### config.mk
export PLATFORM = sky130hd
export DESIGN_NAME = uart_rx
export DESIGN_NICKNAME = d
export VERILOG_FILES = /design/src/uart_rx.sv
export SDC_FILE = /design/constraint.sdc
export NUM_CORES = 1
export LEC_CHECK = 0
export BUFFER_PORTS_ARGS = -buffer_cell sky130_fd_sc_hd__clkbuf_2
export CORE_UTILIZATION = 40
export CTS_CLUSTER_DIAMETER = 150
export CTS_CLUSTER_SIZE = 24
export DETAILED_ROUTE_END_ITERATION = 7
export PLACE_DENSITY = 0.57
export SETUP_SLACK_MARGIN = 0.5
export SLEW_MARGIN = 0
export SYNTH_ARGS = -nofsm -noshare
export SYNTH_HDL_FRONTEND = slang
export SYNTH_SLANG_ARGS = --single-unit
### constraint.sdc
create_clock -name i_clk -period 2.1 [get_ports i_clk]
set_clock_uncertainty 0.2 [all_clocks]
set_input_delay 0.105 -clock i_clk [delete_from_list [all_inputs] [get_ports i_clk]]
set_output_delay 0.105 -clock i_clk [all_outputs]
set_load 0.1 [all_outputs]
### src/uart_rx.sv
`timescale 1ns/1ps

module uart_rx #(
    parameter int CLKS_PER_BIT = 868
) (
    input  logic       i_clk,
    input  logic       i_reset_n,
    input  logic       i_rx,
    output logic       o_valid,
    output logic [7:0] o_byte
);

    localparam int CNT_W = $clog2(CLKS_PER_BIT + 1);
    localparam logic [CNT_W-1:0] LAST = CNT_W'(CLKS_PER_BIT - 1);
    localparam logic [CNT_W-1:0] HALF = CNT_W'((CLKS_PER_BIT - 1) / 2);

    typedef enum logic [1:0] {
        RX_IDLE,
        RX_START,
        RX_DATA,
        RX_STOP
    } rx_state_e;

    rx_state_e        r_state;
    logic [1:0]       r_sync;     // two flops against metastability
    logic [CNT_W-1:0] r_cnt;      // clocks within the current bit
    logic [2:0]       r_bit;
    logic             r_valid;
    logic [7:0]       r_shift;

    wire w_line    = r_sync[1];
    wire w_bit_end = (r_cnt == LAST);

    always_ff @(posedge i_clk or negedge i_reset_n) begin
        if (!i_reset_n) begin
            r_sync  <= 2'b11;
            r_state <= RX_IDLE;
            r_cnt   <= '0;
            r_bit   <= '0;
            r_valid <= 1'b0;
        end else begin
            r_sync  <= {r_sync[0], i_rx};
            r_valid <= 1'b0;
            r_cnt   <= r_cnt + 1'b1;
            case (r_state)
                RX_IDLE: begin
                    r_cnt <= '0;
                    r_bit <= '0;
                    if (!w_line) begin
                        r_state <= RX_START;
                    end
                end
                RX_START: begin
                    if (r_cnt == HALF) begin
                        r_cnt   <= '0;
                        r_state <= w_line ? RX_IDLE : RX_DATA;  // high again means a glitch
                    end
                end
                RX_DATA: begin
                    if (w_bit_end) begin
                        r_cnt <= '0;
                        r_bit <= r_bit + 1'b1;
                        if (r_bit == 3'd7) begin
                            r_state <= RX_STOP;
                        end
                    end
                end
                RX_STOP: begin
                    if (w_bit_end) begin    // middle of the stop bit
                        r_valid <= 1'b1;
                        r_state <= RX_IDLE;
                    end
                end
                default: r_state <= RX_IDLE;
            endcase
        end
    end

    // lsb arrives first and ends up in bit 0
    always_ff @(posedge i_clk) begin
        if (r_state == RX_DATA && w_bit_end) begin
            r_shift <= {w_line, r_shift[7:1]};
        end
    end

    assign o_valid = r_valid;
    assign o_byte  = r_shift;

endmodule

==> results.toml <==
[timing]
hold_viol = 0
whs_ns = 0.03674
rsz0062_at_grt = "yes"
clock.fmax_mhz = 573.2
worst_pin_slew_ns = 0.5375
setup_violations = 0
setup_tns_ns = 0
fin_crit_ns = 1.745
finalCritPeriodShare = 0.8308
max_slew_margin = 0.6432
fin_ws_ns = 0.3554
drv_slew = 0

[finish]
antennaDiodeCount = 0
stdcell_area_um2 = 1419
final_cell_count_no_fill = 149
syn2layout_area_growth_pct = 21.28
nNetsFinal = 126
drive_gt1_frac = 0.3136

[outcome]
outcome = "finished clean"

[synth]
synthCells = 95
synth_nets = 102
syn_avg_cell_area_um2 = 12.31
synth.area.top_cells = "dfrtp_1, edfxtp_1, xor2_1"
syn_area_um2 = 1170
netlist.area_leader.share = 0.3422
yosys_warnings = 0
synth_area_leader_cell = "dfrtp_1"
yosysSeqAreaShare = 0.5925
ys_types = 27
synth_seq_cells = 26

[detailed_routing]
wl_per_cell_um = 14.04
first_iter_violations = 28
drc = 0
viasPerCell = 5.356
num_vias = 798
drt-total-wl_mm = 2.092
ant_nets = 0
drt-pass1-iter-count = 4

[die]
initial_utilization = 0.4242
io_pins = 12
die_x_um = 56.08
die_y_um = 56.08
row_count = 19
design.die.area_um2 = 3145
coreArea_um2 = 2758

[place]
post-place-ws_ns = 0.1804
placed_cells = 133
numPortBuffers = 11
hpwl_mm = 1.247
gp_congestion = 0.7432
placed_area_um2 = 1259

[worst_setup_path]
cpMaxStageDelayCell = "dfrtp_2"
path_buf_inv = 0
worstSetupPathType = "flip-flop to flip-flop"
cp_top_family = "simple AND/OR/NAND/NOR gates"
r2r_start = "r_cnt[0]"
startpoint = "r_cnt[0]"
critPathMaxStageDelay_ns = 0.43
crit_end = "o_byte[7]"
reg2reg_slack_ns = 0.36
crit_fanout = 8
rr_worst_depth = 4
rr_endpoint = "o_byte[7]"
cp-start-kind = "flip-flop"
crit_cells = 4
path_cells = "ha_4 > and4bb_2 > nand4_4 > nor2_4"
critPathArrivalTime_ns = 1.57
endpoint_kind = "flip-flop"
required_ns = 1.92

[min_path]
hold_path_class = "input pin to async pin"

[power_and_ir_drop]
power.density_nw_per_um2 = 555.1
leakagePower_nw = 0.5966
ir_worst_vdd_uv = 425.4

[global_route]
antenna_found_initial = 0
first_global_vias = 802
grt_overflow = 0
grtUsageTotal = 0.1494
grt_start_max_net_pins = 19
grt_pass1_wl_mm = 3.677

[clocking]
cts_root_buf = "clkbuf_4"
clkSlewWorstSetupHoldPaths_ns = 0.14
numCtsBuffers = 3
cts_max_level = 1
cts_buffer_depth = 2
cts_tree = "done"
clkSinkCount = 26
worstSkewPairLatency_ns = 0.32

[flow_run]
maxCapViolCount = 0
==> per-layer routing <==
metal,track usage,routed length (µm)
met4,0.03484,8
met5,0,0
met1,0.2076,1010
met3,0.04419,57
met2,0.2313,1016
==> how the worst min path moves through the flow <==
stage | start | end | slack [ns]
6_report | i_reset_n | o_valid | 0.04
5_1_grt | i_reset_n | o_valid | 0.07
4_1_cts | i_reset_n | r_cnt[4] | 0.06
3_5_place_dp | i_reset_n | r_cnt[5] | -0.12
3_3_place_gp | i_reset_n | o_valid | -0.12
2_1_floorplan | i_reset_n | async pin | -0.39
==> logic make-up after synthesis <==
| logic type | Yosys count | synth area share |
|---|---|---|
| adders and majority gates | 4 | 0.04278 |
| AOI/OAI and AO/OA | 8 | 0.06631 |
| buffers and inverters | 6 | 0.02781 |
| and+or+nand+nor | 43 | 0.2107 |
| DFF | 26 | 0.5925 |
| xor gates and xnor gates | 8 | 0.05990 |
==> per-stage QoR <==
step | utilization | total power, mW
3_3_place_gp | 0.4564 | 0.5433
4_1_cts | 0.5145 | 0.7970
5_1_grt | 0.5145 | 0.8158
6_report | 0.5145 | 0.7877
3_5_place_dp | 0.4564 | 0.5436
2_1_floorplan | - | 0.5340
==> layout by cell type (no fill, tap or decap), drive strengths merged, types with 3 or more instances in the layout <==
| cell type | netlist | routed |
|---|---|---|
| nand3 | 6 | 6 |
| clkbuf | 1 | 15 |
| buf | 3 | 9 |
| nand2 | 8 | 8 |
| nor2 | 13 | 13 |
| ha | 4 | 4 |
| nand4 | 7 | 7 |
| dfrtp | 16 | 16 |
| edfxtp | 8 | 8 |
| xor2 | 7 | 7 |
| o211ai | 3 | 3 |
| and3 | 4 | 4 |
==> layout make-up <==
cell class	instances	area, µm²
Sequential cell	26	695.7
Tap cell	31	38.79
Timing Repair Buffer	22	142.6
Multi-Input combinational cell	64	498.0
Clock buffer	4	36.28
Fill cell	238	1339
Inverter	2	7.507
==> synthesized netlist by cell type <==
cell type  number
nor3b_1         1
and2_0          1
edfxtp_1        8
nor2_1         13
nor3b_4         1
inv_1           2
o211ai_1        3
buf_6           1
buf_2           2
dfrtp_1        16
ha_1            4
xnor2_1         1
nand4_1         6
dfstp_2         2
o22ai_4         1
and3_1          4
clkbuf_1        1
and4_1          1
nand4_4         1
a31oi_2         1
o41ai_1         1
nand3_1         6
xor2_1          7
nand2_1         8
o21ai_0         1
o311ai_1        1
and4bb_2        1
==> power breakdown <==
part / total (mW) / switching [mW] / internal [mW]
combinational: 0.0109 / 0.00721 / 0.00371
clock: 0.252 / 0.146 / 0.106
sequential: 0.524 / 0.00126 / 0.523
==> registers in the layout (all words and copies together) (netlist names), named ones only <==
register / flops
o_byte: 8
o_valid: 1
r_sync: 2
r_state: 1
r_bit: 3
r_cnt: 10
==> timing repair <==
| action | 4_1_cts | 5_1_grt |
|---|---|---|
| pin swaps | 3 | 0 |
| resized for setup | 5 | 0 |
| endpoints found under the hold margin | 19 | 0 |
| cloned | 1 | 0 |
| setup endpoints to repair | 24 | 24 |
| buffers inserted | 9 | 0 |
| hold buffers | 2 | 0 |
No activity file was read; power rests on OpenSTA's default activity.
