===== config.mk =====
export PLATFORM = sky130hd
export DESIGN_NAME = uart_tx
export DESIGN_NICKNAME = d
export VERILOG_FILES = /design/src/uart_tx.sv
export SDC_FILE = /design/constraint.sdc
export NUM_CORES = 1
export LEC_CHECK = 0
export BUFFER_PORTS_ARGS = -buffer_cell sky130_fd_sc_hd__buf_4
export CAP_MARGIN = 0
export CORE_ASPECT_RATIO = 1.5
export CORE_MARGIN = 2
export CORE_UTILIZATION = 40
export DETAILED_ROUTE_END_ITERATION = 12
export HOLD_SLACK_MARGIN = 0.12
export PLACE_DENSITY_LB_ADDON = 0.2
export SYNTH_ARGS = -nofsm -noshare
export SYNTH_HDL_FRONTEND = slang
export SYNTH_SLANG_ARGS = --single-unit

===== constraint.sdc =====
create_clock -name i_clk -period 2 [get_ports i_clk]
set_input_delay 0.3 -clock i_clk [delete_from_list [all_inputs] [get_ports i_clk]]
set_output_delay 0.3 -clock i_clk [all_outputs]
set_load 0.03 [all_outputs]

===== src/uart_tx.sv =====
`timescale 1ns/1ps

module uart_tx #(
    parameter int CLKS_PER_BIT = 868
) (
    input  logic       i_clk,
    input  logic       i_reset_n,
    input  logic       i_valid,
    input  logic [7:0] i_byte,
    output logic       o_tx,
    output logic       o_busy
);

    localparam int CNT_W = $clog2(CLKS_PER_BIT + 1);
    localparam logic [CNT_W-1:0] LAST = CNT_W'(CLKS_PER_BIT - 1);

    logic [9:0]       r_shift;    // stop, data[7:0], start
    logic [CNT_W-1:0] r_cnt;
    logic [3:0]       r_bits;     // bits already sent
    logic             r_busy;

    always_ff @(posedge i_clk or negedge i_reset_n) begin
        if (!i_reset_n) begin
            r_shift <= '1;      // line idles high
            r_cnt   <= '0;
            r_bits  <= '0;
            r_busy  <= 1'b0;
        end else if (!r_busy) begin
            if (i_valid) begin
                r_shift <= {1'b1, i_byte, 1'b0};
                r_cnt   <= '0;
                r_bits  <= '0;
                r_busy  <= 1'b1;
            end
        end else if (r_cnt == LAST) begin
            r_cnt <= '0;
            // ones fill in behind, so the line ends up idle
            r_shift <= {1'b1, r_shift[9:1]};
            if (r_bits == 4'd9) begin
                r_busy <= 1'b0;
            end else begin
                r_bits <= r_bits + 1'b1;
            end
        end else begin
            r_cnt <= r_cnt + 1'b1;
        end
    end

    assign o_tx   = r_shift[0];
    assign o_busy = r_busy;

endmodule


==> impl_metrics.env <==
export IMPL_numCtsBuffers=3
export IMPL_run_status="completed"
export IMPL_grt_max_degree=25
export IMPL_crit_arrival_ns=2.05
export IMPL_cts_tree="yes"
export IMPL_timing_setup_tns_ns=0
export IMPL_cpPeakStageDelay_ns=0.54
export IMPL_initialDrtViolationCount=12
export IMPL_crit_type="reg -> reg"
export IMPL_drive_above_1_share_pct=30.0
export IMPL_grt_antenna_before_repair=0
export IMPL_grt_pass1_wl_mm=5.12
export IMPL_crit_fanout=5
export IMPL_instances_no_fill=190
export IMPL_startpoint_type="register"
export IMPL_crit_path_end_kind="register"
export IMPL_p_switching_w=0.000494
export IMPL_maxCapViolations=0
export IMPL_synth_warnings=0
export IMPL_yosys_top_cells_area="dfrtp_1 (29%), dfstp_2 (18%), o221a_2 (4.4%), nand2_1 (4.1%), nand2b_1 (3.4%)"
export IMPL_ir_drop_v=0.000483
export IMPL_clkLatencyLatePin_ns=0.27
export IMPL_period_needed_ns=1.90
export IMPL_grtUsageTotal_pct=18.2
export IMPL_fin_crit_sh_pct=94.9
export IMPL_initial_core_util_pct=41.4
export IMPL_final_max_slew_viol_count=0
export IMPL_max_freq_ghz=0.527
export IMPL_rsz0062_at_grt="false"
export IMPL_internal_power_w=0.00107
export IMPL_worstPathCellList="ha_1 -> nand4b_1 -> or4_4 -> o21ba_1 -> a211o_1"
export IMPL_cts_sinks=24
export IMPL_post_cts_buffers=0
export IMPL_hold_slack_ns=0.268
export IMPL_netlist_top_cell_by_area="dfrtp_1"
export IMPL_htree_num_levels=1
export IMPL_netlist_instances=126
export IMPL_route_detailed_drc=0
export IMPL_rows=25
export IMPL_final_nets=165
export IMPL_p_clk_share_pct=21.1
export IMPL_power_w=0.00157
export IMPL_pwr_share_comb_pct=29.2
export IMPL_cts_root_buf="clkbuf_8"
export IMPL_synth_distinct_cells=41
export IMPL_syn_nets=140
export IMPL_crit_slowest_cell="or4_4"
export IMPL_finalClockSkew_ns=0.00376
export IMPL_grt_pass1_vias=1108
export IMPL_portBuffers=12
export IMPL_worst_slew_pin_slew_ns=0.432
export IMPL_overflow=0
export IMPL_syn_cell_area_mm2=0.00128
export IMPL_setup_viol=0
export IMPL_dp_cells=185
export IMPL_seqPwrFrac_pct=49.8
export IMPL_power_density_mw_per_mm2=1000
export IMPL_dp_hpwl_mm=2.18
export IMPL_vias_per_cell=5.75
export IMPL_async_flop_share_pct=100
export IMPL_n_antenna_cell=0
export IMPL_routed_wirelength_mm=3.00
export IMPL_cp_required_ns=2.16
export IMPL_ys_flop_type="dfrtp_1"
export IMPL_min_path_type="in -> reg"
export IMPL_p_leak_nw=0.668
export IMPL_relSlewSlack_pct=70.9
export IMPL_final_antenna_net_count=0
export IMPL_ys_top_cells_by_count="dfrtp_1 (15), nand2_1 (14), dfstp_2 (9), nand2b_1 (7)"
export IMPL_ioPinCount=13
export IMPL_wl_per_cell_um=15.8
export IMPL_gp_congestion=0.882
export IMPL_die_area_mm2=0.00368
export IMPL_fp_dieW_um=50.2
export IMPL_cts_max_path_buffers=2
export IMPL_yosysMostFrequentCell="dfrtp_1"
export IMPL_fillers=279
export IMPL_first_pass_iters=4
export IMPL_syn_area_per_cell_um2=10.2
export IMPL_dr_total_vias=1093
export IMPL_switching_share_pct=31.5
export IMPL_syn_to_final_growth_pct=22.0
export IMPL_synth_edff_count=0
export IMPL_hold_viol=0
export IMPL_design_core_area_mm2=0.00310
export IMPL_seq_area_frac_synth_pct=47.7
export IMPL_die_y_um=73.4
export IMPL_finish_utilization_pct=50.5
export IMPL_path_clk_slew_ns=0.09
export IMPL_synth_seq_cells=24
export IMPL_synth_top_area_share_pct=29.3
==> path summary, 6_finish.rpt <==
check,slack [ns],startpoint,end,cells past startpoint
worst max-delay path,0.10,r_cnt[0],r_bits[1],5
worst min-delay path,0.27,i_valid,r_cnt[7],2
worst max register to register,0.10,r_cnt[0],r_bits[1],5
worst min register to register,0.50,r_shift[1],r_shift[0],2
max in group asynchronous,1.25,i_reset_n,r_shift[3],2
min in group asynchronous,0.46,i_reset_n,r_bits[0],2
==> logic make-up after synthesis <==
| family | Yosys count | share of synthesized area (%) |
|---|---|---|
| AND/OR/NAND/NOR | 54 | 23.3 |
| AO/OA/AOI/OAI | 32 | 20.4 |
| flip-flops | 24 | 47.7 |
| buffers and inverters | 9 | 2.83 |
| XOR/XNOR | 3 | 2.05 |
| adder cells (fa/ha/maj) | 3 | 2.93 |
| multiplexers | 1 | 0.781 |
==> flip-flops by register name (all words and copies together) (netlist names) <==
register  count
r_cnt        10
r_bits        4
o_busy        1
r_shift       9
==> power groups by stage <==
stage | Sequential, W | Clock (W) | Combinational (W)
5_1_grt | 0.000801 | 0.000359 | 0.000512
2_1_floorplan | 0.000779 | 0 | 0.000265
3_3_place_gp | 0.000776 | 0 | 0.000436
4_1_cts | 0.000778 | 0.000340 | 0.000458
3_5_place_dp | 0.000785 | 0 | 0.000454
6_report | 0.000781 | 0.000330 | 0.000457
==> stage by stage <==
stage | setup WS, ns | instance area (um^2)
floorplan | 0.0237 | 1280
global placement | 0.143 | 1500
detailed placement | 0.0595 | 1500
CTS | 0.0461 | 1560
global route | 0.00432 | 1570
finish | 0.103 | 1570
==> cells in the final DEF, fill, tap and decap left out, types with 2 or more instances in the layout <==
cell type / Yosys / final
dfstp_2: 9 / 9
nand2_1: 14 / 14
nor3_1: 3 / 3
or3_1: 4 / 4
ha_1: 3 / 3
o221a_1: 2 / 2
nand4_1: 4 / 4
o21ai_0: 6 / 6
nor4_1: 2 / 2
a22o_1: 2 / 2
o211a_1: 2 / 2
nand2b_1: 7 / 7
a211o_1: 3 / 3
xor2_1: 2 / 2
nor2_1: 3 / 3
clkbuf_8: 0 / 4
nand3b_1: 3 / 3
a21oi_1: 2 / 2
o22ai_1: 2 / 2
nand3_1: 6 / 6
dfrtp_1: 15 / 14
buf_4: 0 / 25
a2bb2oi_1: 2 / 2
o221a_2: 5 / 5
inv_1: 3 / 3
==> final cells by class <==
cell class                      count  area, um^2  area share (%)
Timing Repair Buffer               26         198            12.6
Clock buffer                        4        55.1            3.52
Tap cell                           40        50.0            3.20
Sequential cell                    24         613            39.2
Multi-Input combinational cell     93         638            40.8
Inverter                            3        11.3           0.719
==> metal layers <==
layer	track usage, %	up-vias	wire length (um)
met5	0	-	0
met4	10.8	0	82
met3	2.03	11	83
met2	30.8	26	1590
li1	-	524	-
met1	21.9	532	1250
==> timing repair <==
action                     CTS  global route
gates resized for setup      0             1
hold buffers                 1             0
hold endpoints to repair    15             0
setup endpoints to repair    0             2
==> worst max-delay path: cells and delay by family, from the launching register on <==
kind / cells / cell delay [ns]
and+or+nand+nor: 2 / 0.67
AOI/OAI and AO/OA: 2 / 0.54
adders and majority gates: 1 / 0.19
DFF: 1 / 0.39
No activity file was read; power rests on OpenSTA's default activity.
