===== config.mk =====
export PLATFORM = sky130hd
export DESIGN_NAME = dbg_cmd_engine_flat
export DESIGN_NICKNAME = d
export VERILOG_FILES = /design/src/dbg_pkg.sv /design/src/dbg_mem_if.sv /design/src/dbg_cmd_engine.sv /design/src/flat_wrapper.sv
export SDC_FILE = /design/constraint.sdc
export NUM_CORES = 1
export LEC_CHECK = 0
export ABC_CLOCK_PERIOD_IN_PS = 5400
export CORE_MARGIN = 2
export CORE_UTILIZATION = 69
export DETAILED_ROUTE_END_ITERATION = 8
export DONT_BUFFER_PORTS = 1
export HOLD_SLACK_MARGIN = 0.15
export PLACE_DENSITY_LB_ADDON = 0.12
export SYNTH_ARGS = -nofsm -noshare
export SYNTH_HDL_FRONTEND = slang
export SYNTH_SLANG_ARGS = --single-unit

===== constraint.sdc =====
create_clock -name i_clk -period 5.4 [get_ports i_clk]
set_clock_uncertainty 0.1 [all_clocks]
set_input_delay 1.62 -clock i_clk [delete_from_list [all_inputs] [get_ports i_clk]]
set_output_delay 1.62 -clock i_clk [all_outputs]
set_load 0.01 [all_outputs]

===== src/dbg_pkg.sv =====
package dbg_pkg;

    // opcode byte at the start of each command
    typedef enum logic [7:0] {
        CMD_NOP       = 8'd0,   // 1 byte
        CMD_ECHO      = 8'd1,   // opcode, value; value goes back
        CMD_MEM_WRITE = 8'd2,   // opcode, header, count data bytes
        CMD_MEM_READ  = 8'd3    // opcode, header, count filler bytes
    } cmd_e;

    // kind of access on the memory bus
    typedef enum logic {
        MEM_WRITE = 1'b0,
        MEM_READ  = 1'b1
    } mem_op_e;

    // big-endian memory command header after the opcode
    //   address hi, address lo, count hi, count lo
    parameter int HDR_BYTES = 4;

    // byte positions inside the header
    parameter int HDR_ADDR_HI  = 0;
    parameter int HDR_ADDR_LO  = 1;
    parameter int HDR_COUNT_HI = 2;
    parameter int HDR_COUNT_LO = 3;

endpackage

===== src/dbg_mem_if.sv =====
`timescale 1ns/1ps

// byte-wide memory bus between the command engine and the RAM
interface dbg_mem_if;

    logic [15:0]          mem_addr;     // full 16-bit debug address
    dbg_pkg::mem_op_e     mem_op;
    logic                 mem_en;       // one access per high cycle
    logic [7:0]           mem_wdata;
    logic [7:0]           mem_rdata;    // valid the cycle after a read

    modport engine (
        output mem_addr,
        output mem_op,
        output mem_en,
        output mem_wdata,
        input  mem_rdata
    );

    modport ram (
        input  mem_addr,
        input  mem_op,
        input  mem_en,
        input  mem_wdata,
        output mem_rdata
    );

endinterface


===== src/dbg_cmd_engine.sv =====
`timescale 1ns/1ps

module dbg_cmd_engine (
    input  logic                i_clk,
    input  logic                i_reset_n,
    input  logic                i_rx_valid,
    input  logic [7:0]          i_rx_byte,
    output logic                o_tx_valid,
    output logic [7:0]          o_tx_byte,
    dbg_mem_if.engine           mem,
    output dbg_pkg::cmd_e       o_cmd,
    output logic [15:0]         o_bytes_remaining
);

    localparam logic [2:0] HDR_END = 3'(dbg_pkg::HDR_BYTES);

    dbg_pkg::cmd_e    r_cmd;
    logic [15:0]      r_remaining;
    logic [2:0]       r_index;      // saturates once the header is done
    logic [15:0]      r_addr;
    logic             r_mem_en;
    dbg_pkg::mem_op_e r_mem_op;
    logic [7:0]       r_wdata;
    logic             r_echo_valid;
    logic             r_rd_pend;    // read data is on mem_rdata this cycle
    logic [7:0]       r_tx_byte;

    wire w_body   = i_rx_valid && (r_remaining != 16'd0);
    wire w_is_mem = (r_cmd == dbg_pkg::CMD_MEM_WRITE) || (r_cmd == dbg_pkg::CMD_MEM_READ);
    wire w_in_hdr = (r_index != HDR_END);

    always_ff @(posedge i_clk or negedge i_reset_n) begin
        if (!i_reset_n) begin
            r_cmd        <= dbg_pkg::CMD_NOP;
            r_remaining  <= '0;
            r_index      <= '0;
            r_addr       <= '0;
            r_mem_en     <= 1'b0;
            r_mem_op     <= dbg_pkg::MEM_READ;
            r_echo_valid <= 1'b0;
            r_rd_pend    <= 1'b0;
        end else begin
            r_mem_en     <= 1'b0;
            r_echo_valid <= 1'b0;
            r_rd_pend    <= r_mem_en && (r_mem_op == dbg_pkg::MEM_READ);

            if (r_mem_en) begin
                r_addr <= r_addr + 16'd1;   // step after each access
            end

            if (i_rx_valid && r_remaining == 16'd0) begin
                // opcode byte
                r_index <= '0;
                case (i_rx_byte)
                    dbg_pkg::CMD_ECHO: begin
                        r_cmd       <= dbg_pkg::CMD_ECHO;
                        r_remaining <= 16'd1;
                    end
                    dbg_pkg::CMD_MEM_WRITE, dbg_pkg::CMD_MEM_READ: begin
                        r_cmd       <= dbg_pkg::cmd_e'(i_rx_byte);
                        r_remaining <= 16'(dbg_pkg::HDR_BYTES);     // count added later
                    end
                    default: begin
                        r_cmd       <= dbg_pkg::CMD_NOP;   // unknown opcodes too
                        r_remaining <= '0;
                    end
                endcase
            end else if (w_body) begin
                r_remaining <= r_remaining - 16'd1;
                if (w_in_hdr) begin
                    r_index <= r_index + 1'b1;
                end
                if (r_cmd == dbg_pkg::CMD_ECHO) begin
                    r_echo_valid <= 1'b1;
                end else if (w_is_mem && w_in_hdr) begin
                    case (int'(r_index))
                        dbg_pkg::HDR_ADDR_HI:  r_addr[15:8] <= i_rx_byte;
                        dbg_pkg::HDR_ADDR_LO:  r_addr[7:0]  <= i_rx_byte;
                        dbg_pkg::HDR_COUNT_HI:
                            r_remaining <= r_remaining - 16'd1 + {i_rx_byte, 8'h00};
                        default:
                            r_remaining <= r_remaining - 16'd1 + {8'h00, i_rx_byte};
                    endcase
                end else if (w_is_mem) begin
                    // data byte for a write, filler byte for a read
                    r_mem_en <= 1'b1;
                    r_mem_op <= (r_cmd == dbg_pkg::CMD_MEM_WRITE) ? dbg_pkg::MEM_WRITE
                                                                  : dbg_pkg::MEM_READ;
                end
            end else if (!i_rx_valid && r_remaining == 16'd0) begin
                r_cmd <= dbg_pkg::CMD_NOP;  // command finished
            end
        end
    end

    always_ff @(posedge i_clk) begin
        if (w_body && r_cmd == dbg_pkg::CMD_ECHO) begin
            r_tx_byte <= i_rx_byte;
        end else if (r_rd_pend) begin
            r_tx_byte <= mem.mem_rdata;     // keep the last reply byte
        end
        if (w_body && r_cmd == dbg_pkg::CMD_MEM_WRITE && !w_in_hdr) begin
            r_wdata <= i_rx_byte;
        end
    end

    // read reply goes straight from the RAM output register
    assign o_tx_valid = r_echo_valid || r_rd_pend;
    assign o_tx_byte  = r_rd_pend ? mem.mem_rdata : r_tx_byte;

    assign mem.mem_addr  = r_addr;
    assign mem.mem_op    = r_mem_op;
    assign mem.mem_en    = r_mem_en;
    assign mem.mem_wdata = r_wdata;

    assign o_cmd             = r_cmd;
    assign o_bytes_remaining = r_remaining;

endmodule


===== src/flat_wrapper.sv =====
// flat-port wrapper written by rule: the top's interface ports become plain ports
module dbg_cmd_engine_flat 
  (i_clk, i_reset_n, i_rx_valid, i_rx_byte, o_tx_valid, o_tx_byte, o_cmd, o_bytes_remaining, mem_mem_addr, mem_mem_op, mem_mem_en, mem_mem_wdata, mem_mem_rdata);
  dbg_mem_if mem_i ();
  input  logic i_clk;
  input  logic i_reset_n;
  input  logic i_rx_valid;
  input  logic [7:0] i_rx_byte;
  output logic o_tx_valid;
  output logic [7:0] o_tx_byte;
  output dbg_pkg::cmd_e o_cmd;
  output logic [15:0] o_bytes_remaining;
  output wire logic [$bits(mem_i.mem_addr)-1:0] mem_mem_addr;
  output wire logic [$bits(mem_i.mem_op)-1:0] mem_mem_op;
  output wire logic [$bits(mem_i.mem_en)-1:0] mem_mem_en;
  output wire logic [$bits(mem_i.mem_wdata)-1:0] mem_mem_wdata;
  input wire logic [$bits(mem_i.mem_rdata)-1:0] mem_mem_rdata;
  assign mem_mem_addr = mem_i.mem_addr;
  assign mem_mem_op = mem_i.mem_op;
  assign mem_mem_en = mem_i.mem_en;
  assign mem_mem_wdata = mem_i.mem_wdata;
  assign mem_i.mem_rdata = mem_mem_rdata;
  dbg_cmd_engine u_core (.i_clk(i_clk), .i_reset_n(i_reset_n), .i_rx_valid(i_rx_valid), .i_rx_byte(i_rx_byte), .o_tx_valid(o_tx_valid), .o_tx_byte(o_tx_byte), .mem(mem_i), .o_cmd(o_cmd), .o_bytes_remaining(o_bytes_remaining));
endmodule

==> metrics <==
area of the multi-input gates=2410 µm²; Top FF cell, synth=dfrtp_1; post-CTS setup buffer count=0; slowest cell on the critical path=xnor2_1; total grt overflow=0; critical path class=reg -> reg; Area contributors post-synth=dfrtp_1, ha_1, o21ai_0; Hold WC Path Type=reg -> reg; Syn Area/Cell=8.92 µm²; Static Leakage=0.00179 µW; max incr delay on CP=0.57 ns; Pwr Total=2820 µW; # resized after CTS=0; clock buffer depth=2; maxcap violations=0; Critical path buffers and inverters=1; total CTS buffers=9; Mapped Area=4160 µm²; Starting DRT DRC Count=415; share of total power in combinational logic=49.5%; critical path cell sequence=inv_1 > ha_1 > nor3b_1 > nand4_1 > xnor2_1 > ha_1 > nand3_1 > o211ai_1 > nor3_1 > o21bai_1 > xor2_1 > mux2i_1 > o21ai_0 > o32ai_1; largest net degree at the start of global routing=48; CTS tree=yes; ratio of cells with drive above 1 in the final layout=10.4%; clock power share=16.6%; via count=3,646; max frequency=245 MHz; Post-synth EDFFs=8; initial core utilization=70.6%; switching power=1310 µW; ANT cells=0; post-route setup TNS=0 ns; CP Max Fanout=7; ys async rst share=74.6%; core box area=5890 µm²; std cell rows=28; Finish-stage setup viols=0; Yosys top cell by area=dfrtp_1; unrepaired setup endpoints after global routing=no; Tmin final=4.09 ns; WP data required=5.56 ns; area delta synth->final=5.69%; # IOs=78; clk slew on worst S/H paths=0.08 ns; Port Buffers=0; die area=6660 µm²; Sw Ratio=46.5%; Final Net Count=501; vias per cell=6.78; Yosys reg bits=63; post-synth cell types=62; first-pass GRT wire length=16,600 µm; YS warnings=0; worst slew pin tran=0.826 ns; GPL Wtd Cong=0.919; routed len/inst=19.8 µm; Reg2Reg Setup Slack=1.32 ns; drt total wl=10,700 µm; slew margin rel.=44.7%; top cell type's share of synthesized area=27.7%; CTS root buffer=clkbuf_8; CTS Hold Buffers Added=0; FILL cells=403; Peak VDD IR=0.377 mV; Flop pwr share=33.9%; DRC Markers=0; DRT Pass-1 Iters=5; ANT nets after route=0; syn_nets=509; Slew Limit Fails=0; period utilization=75.6%; Die Wd=81.6 µm; run status=finished, final reports clean; CP top delay family=simple AND/OR/NAND/NOR gates; pwr dens=642 nW/µm²; vias in the first global route=3,339; CP Capture Type=flop; Die H=81.6 µm; Post-Synthesis Cells=466; worst skew pair latency=0.35 ns; Final HPWL DP=7540 µm; Crit path arrival time=4.25 ns; antenna violations before repair=0; final hold violation count=0; Sequential cell area=1580 µm²; sequential-to-total area share from yosys stat=38.0%; Worst Setup Start Kind=flop; GRT Overall Usage=32.9%; Pint=1510 µW; CTS sink count=63; critical path's most frequent cell=ha_1; H-tree levels=3
-- logic make-up (layout without fill, tap and decap cells) --
logic type	Yosys count	in the layout	synth area share, %
AND/OR/NAND/NOR	166	166	20.2
multiplexers	20	20	5.36
flip-flops	63	63	38.0
adder cells (fa/ha/maj)	24	24	7.59
AO/OA/AOI/OAI	113	113	16.3
buffers and inverters	40	37	3.97
XOR/XNOR	40	40	8.61
-- worst register-to-register path: cells and delay by family, from the launching register on --
kind | cells | cell delay (ns)
XOR/XNOR | 2 | 0.78
buffers and inverters | 1 | 0.20
AND/OR/NAND/NOR | 4 | 0.93
flip-flops | 1 | 0.51
adder cells (fa/ha/maj) | 2 | 0.54
AO/OA/AOI/OAI | 4 | 0.72
multiplexers | 1 | 0.21
-- cells in the final DEF (no fill, tap or decap), types with 3 or more instances in the layout --
cell type  count
nor4_1         4
xor2_1        19
o22ai_1        4
o21ai_0       49
nor2b_1        3
dfxtp_1        8
nand4_1       10
clkbuf_8      10
nor3_1        17
and2_1        10
dfrtp_1       46
nor2_1        33
nand3_1       17
a21oi_1       26
ha_1          22
a211oi_1       4
xnor2_1       20
and3_1         5
inv_1         17
o2bb2ai_1      3
nand2_1       47
mux2_2        18
o211ai_1       4
a31oi_1        3
edfxtp_1       8
-- synth_stat cells (all sizes together), types with 18 or more instances --
master	instances
mux2	18
ha	22
a21oi	27
nor3	19
xor2	19
nand2	47
dfrtp	46
inv	18
nor2	33
o21ai	50
xnor2	21
clkbuf	19
-- cell type report --
cell class	count	area share (%)
clock buffer	11	3.22
tap	75	2.14
multi-input combinational	363	54.9
clock inverter	5	1.82
sequential	63	35.9
inverter	19	1.62
timing repair buffer	2	0.342
-- power by group through the flow --
stage / sequential [µW] / combinational [µW] / clock (µW)
after CTS: 956 / 1360 / 471
after floorplan: 865 / 1150 / 0
final: 956 / 1390 / 468
after detailed placement: 965 / 1340 / 0
after global routing: 987 / 1530 / 486
after global placement: 954 / 1290 / 0
-- final timing paths --
| kind | from | end | depth (start not counted) |
|---|---|---|---|
| max | u_core.o_bytes_remaining[0] | u_core.o_bytes_remaining[15] | 14 |
| min | u_core.r_index[0] | u_core.r_index[0] | 1 |
| max reg2reg | u_core.o_bytes_remaining[0] | u_core.o_bytes_remaining[15] | 14 |
| min reg2reg | u_core.r_index[0] | u_core.r_index[0] | 1 |
| max in group asynchronous | i_reset_n | u_core.mem.mem_op | 0 |
| min in group asynchronous | i_reset_n | u_core.r_index[2] | 0 |
-- routing by layer --
layer,GRT usage [%],part of all wire [%],vias to the layer above
met1,44.5,41,1740
met3,6.37,9.3,31
met2,52.5,47,219
met4,12.7,2.5,0
li1,-,-,1656
met5,0,0,-
-- sequential cells by signal (all words and copies together), names as in the netlist --
| register | count |
|---|---|
| u_core.mem.mem_addr | 16 |
| u_core.r_index | 3 |
| u_core.o_cmd | 8 |
| u_core.r_tx_byte | 8 |
| u_core.r_rd_pend | 1 |
| u_core.mem.mem_en | 1 |
| u_core.o_bytes_remaining | 16 |
| u_core.r_echo_valid | 1 |
| u_core.mem.mem_wdata | 8 |
| u_core.mem.mem_op | 1 |
-- per-stage QoR --
step	cells	hold WS (ns)	setup WS [ns]	utilization, %	instance area, µm²
finish	538	0.475	1.32	74.6	4390
CTS	538	0.477	1.47	74.6	4390
detailed placement	522	0.467	1.48	70.9	4170
floorplan	466	0.398	1.73	-	4160
global placement	522	0.426	1.57	70.9	4170
global route	538	0.497	1.03	74.6	4390
No activity file was read; power rests on OpenSTA's default activity.
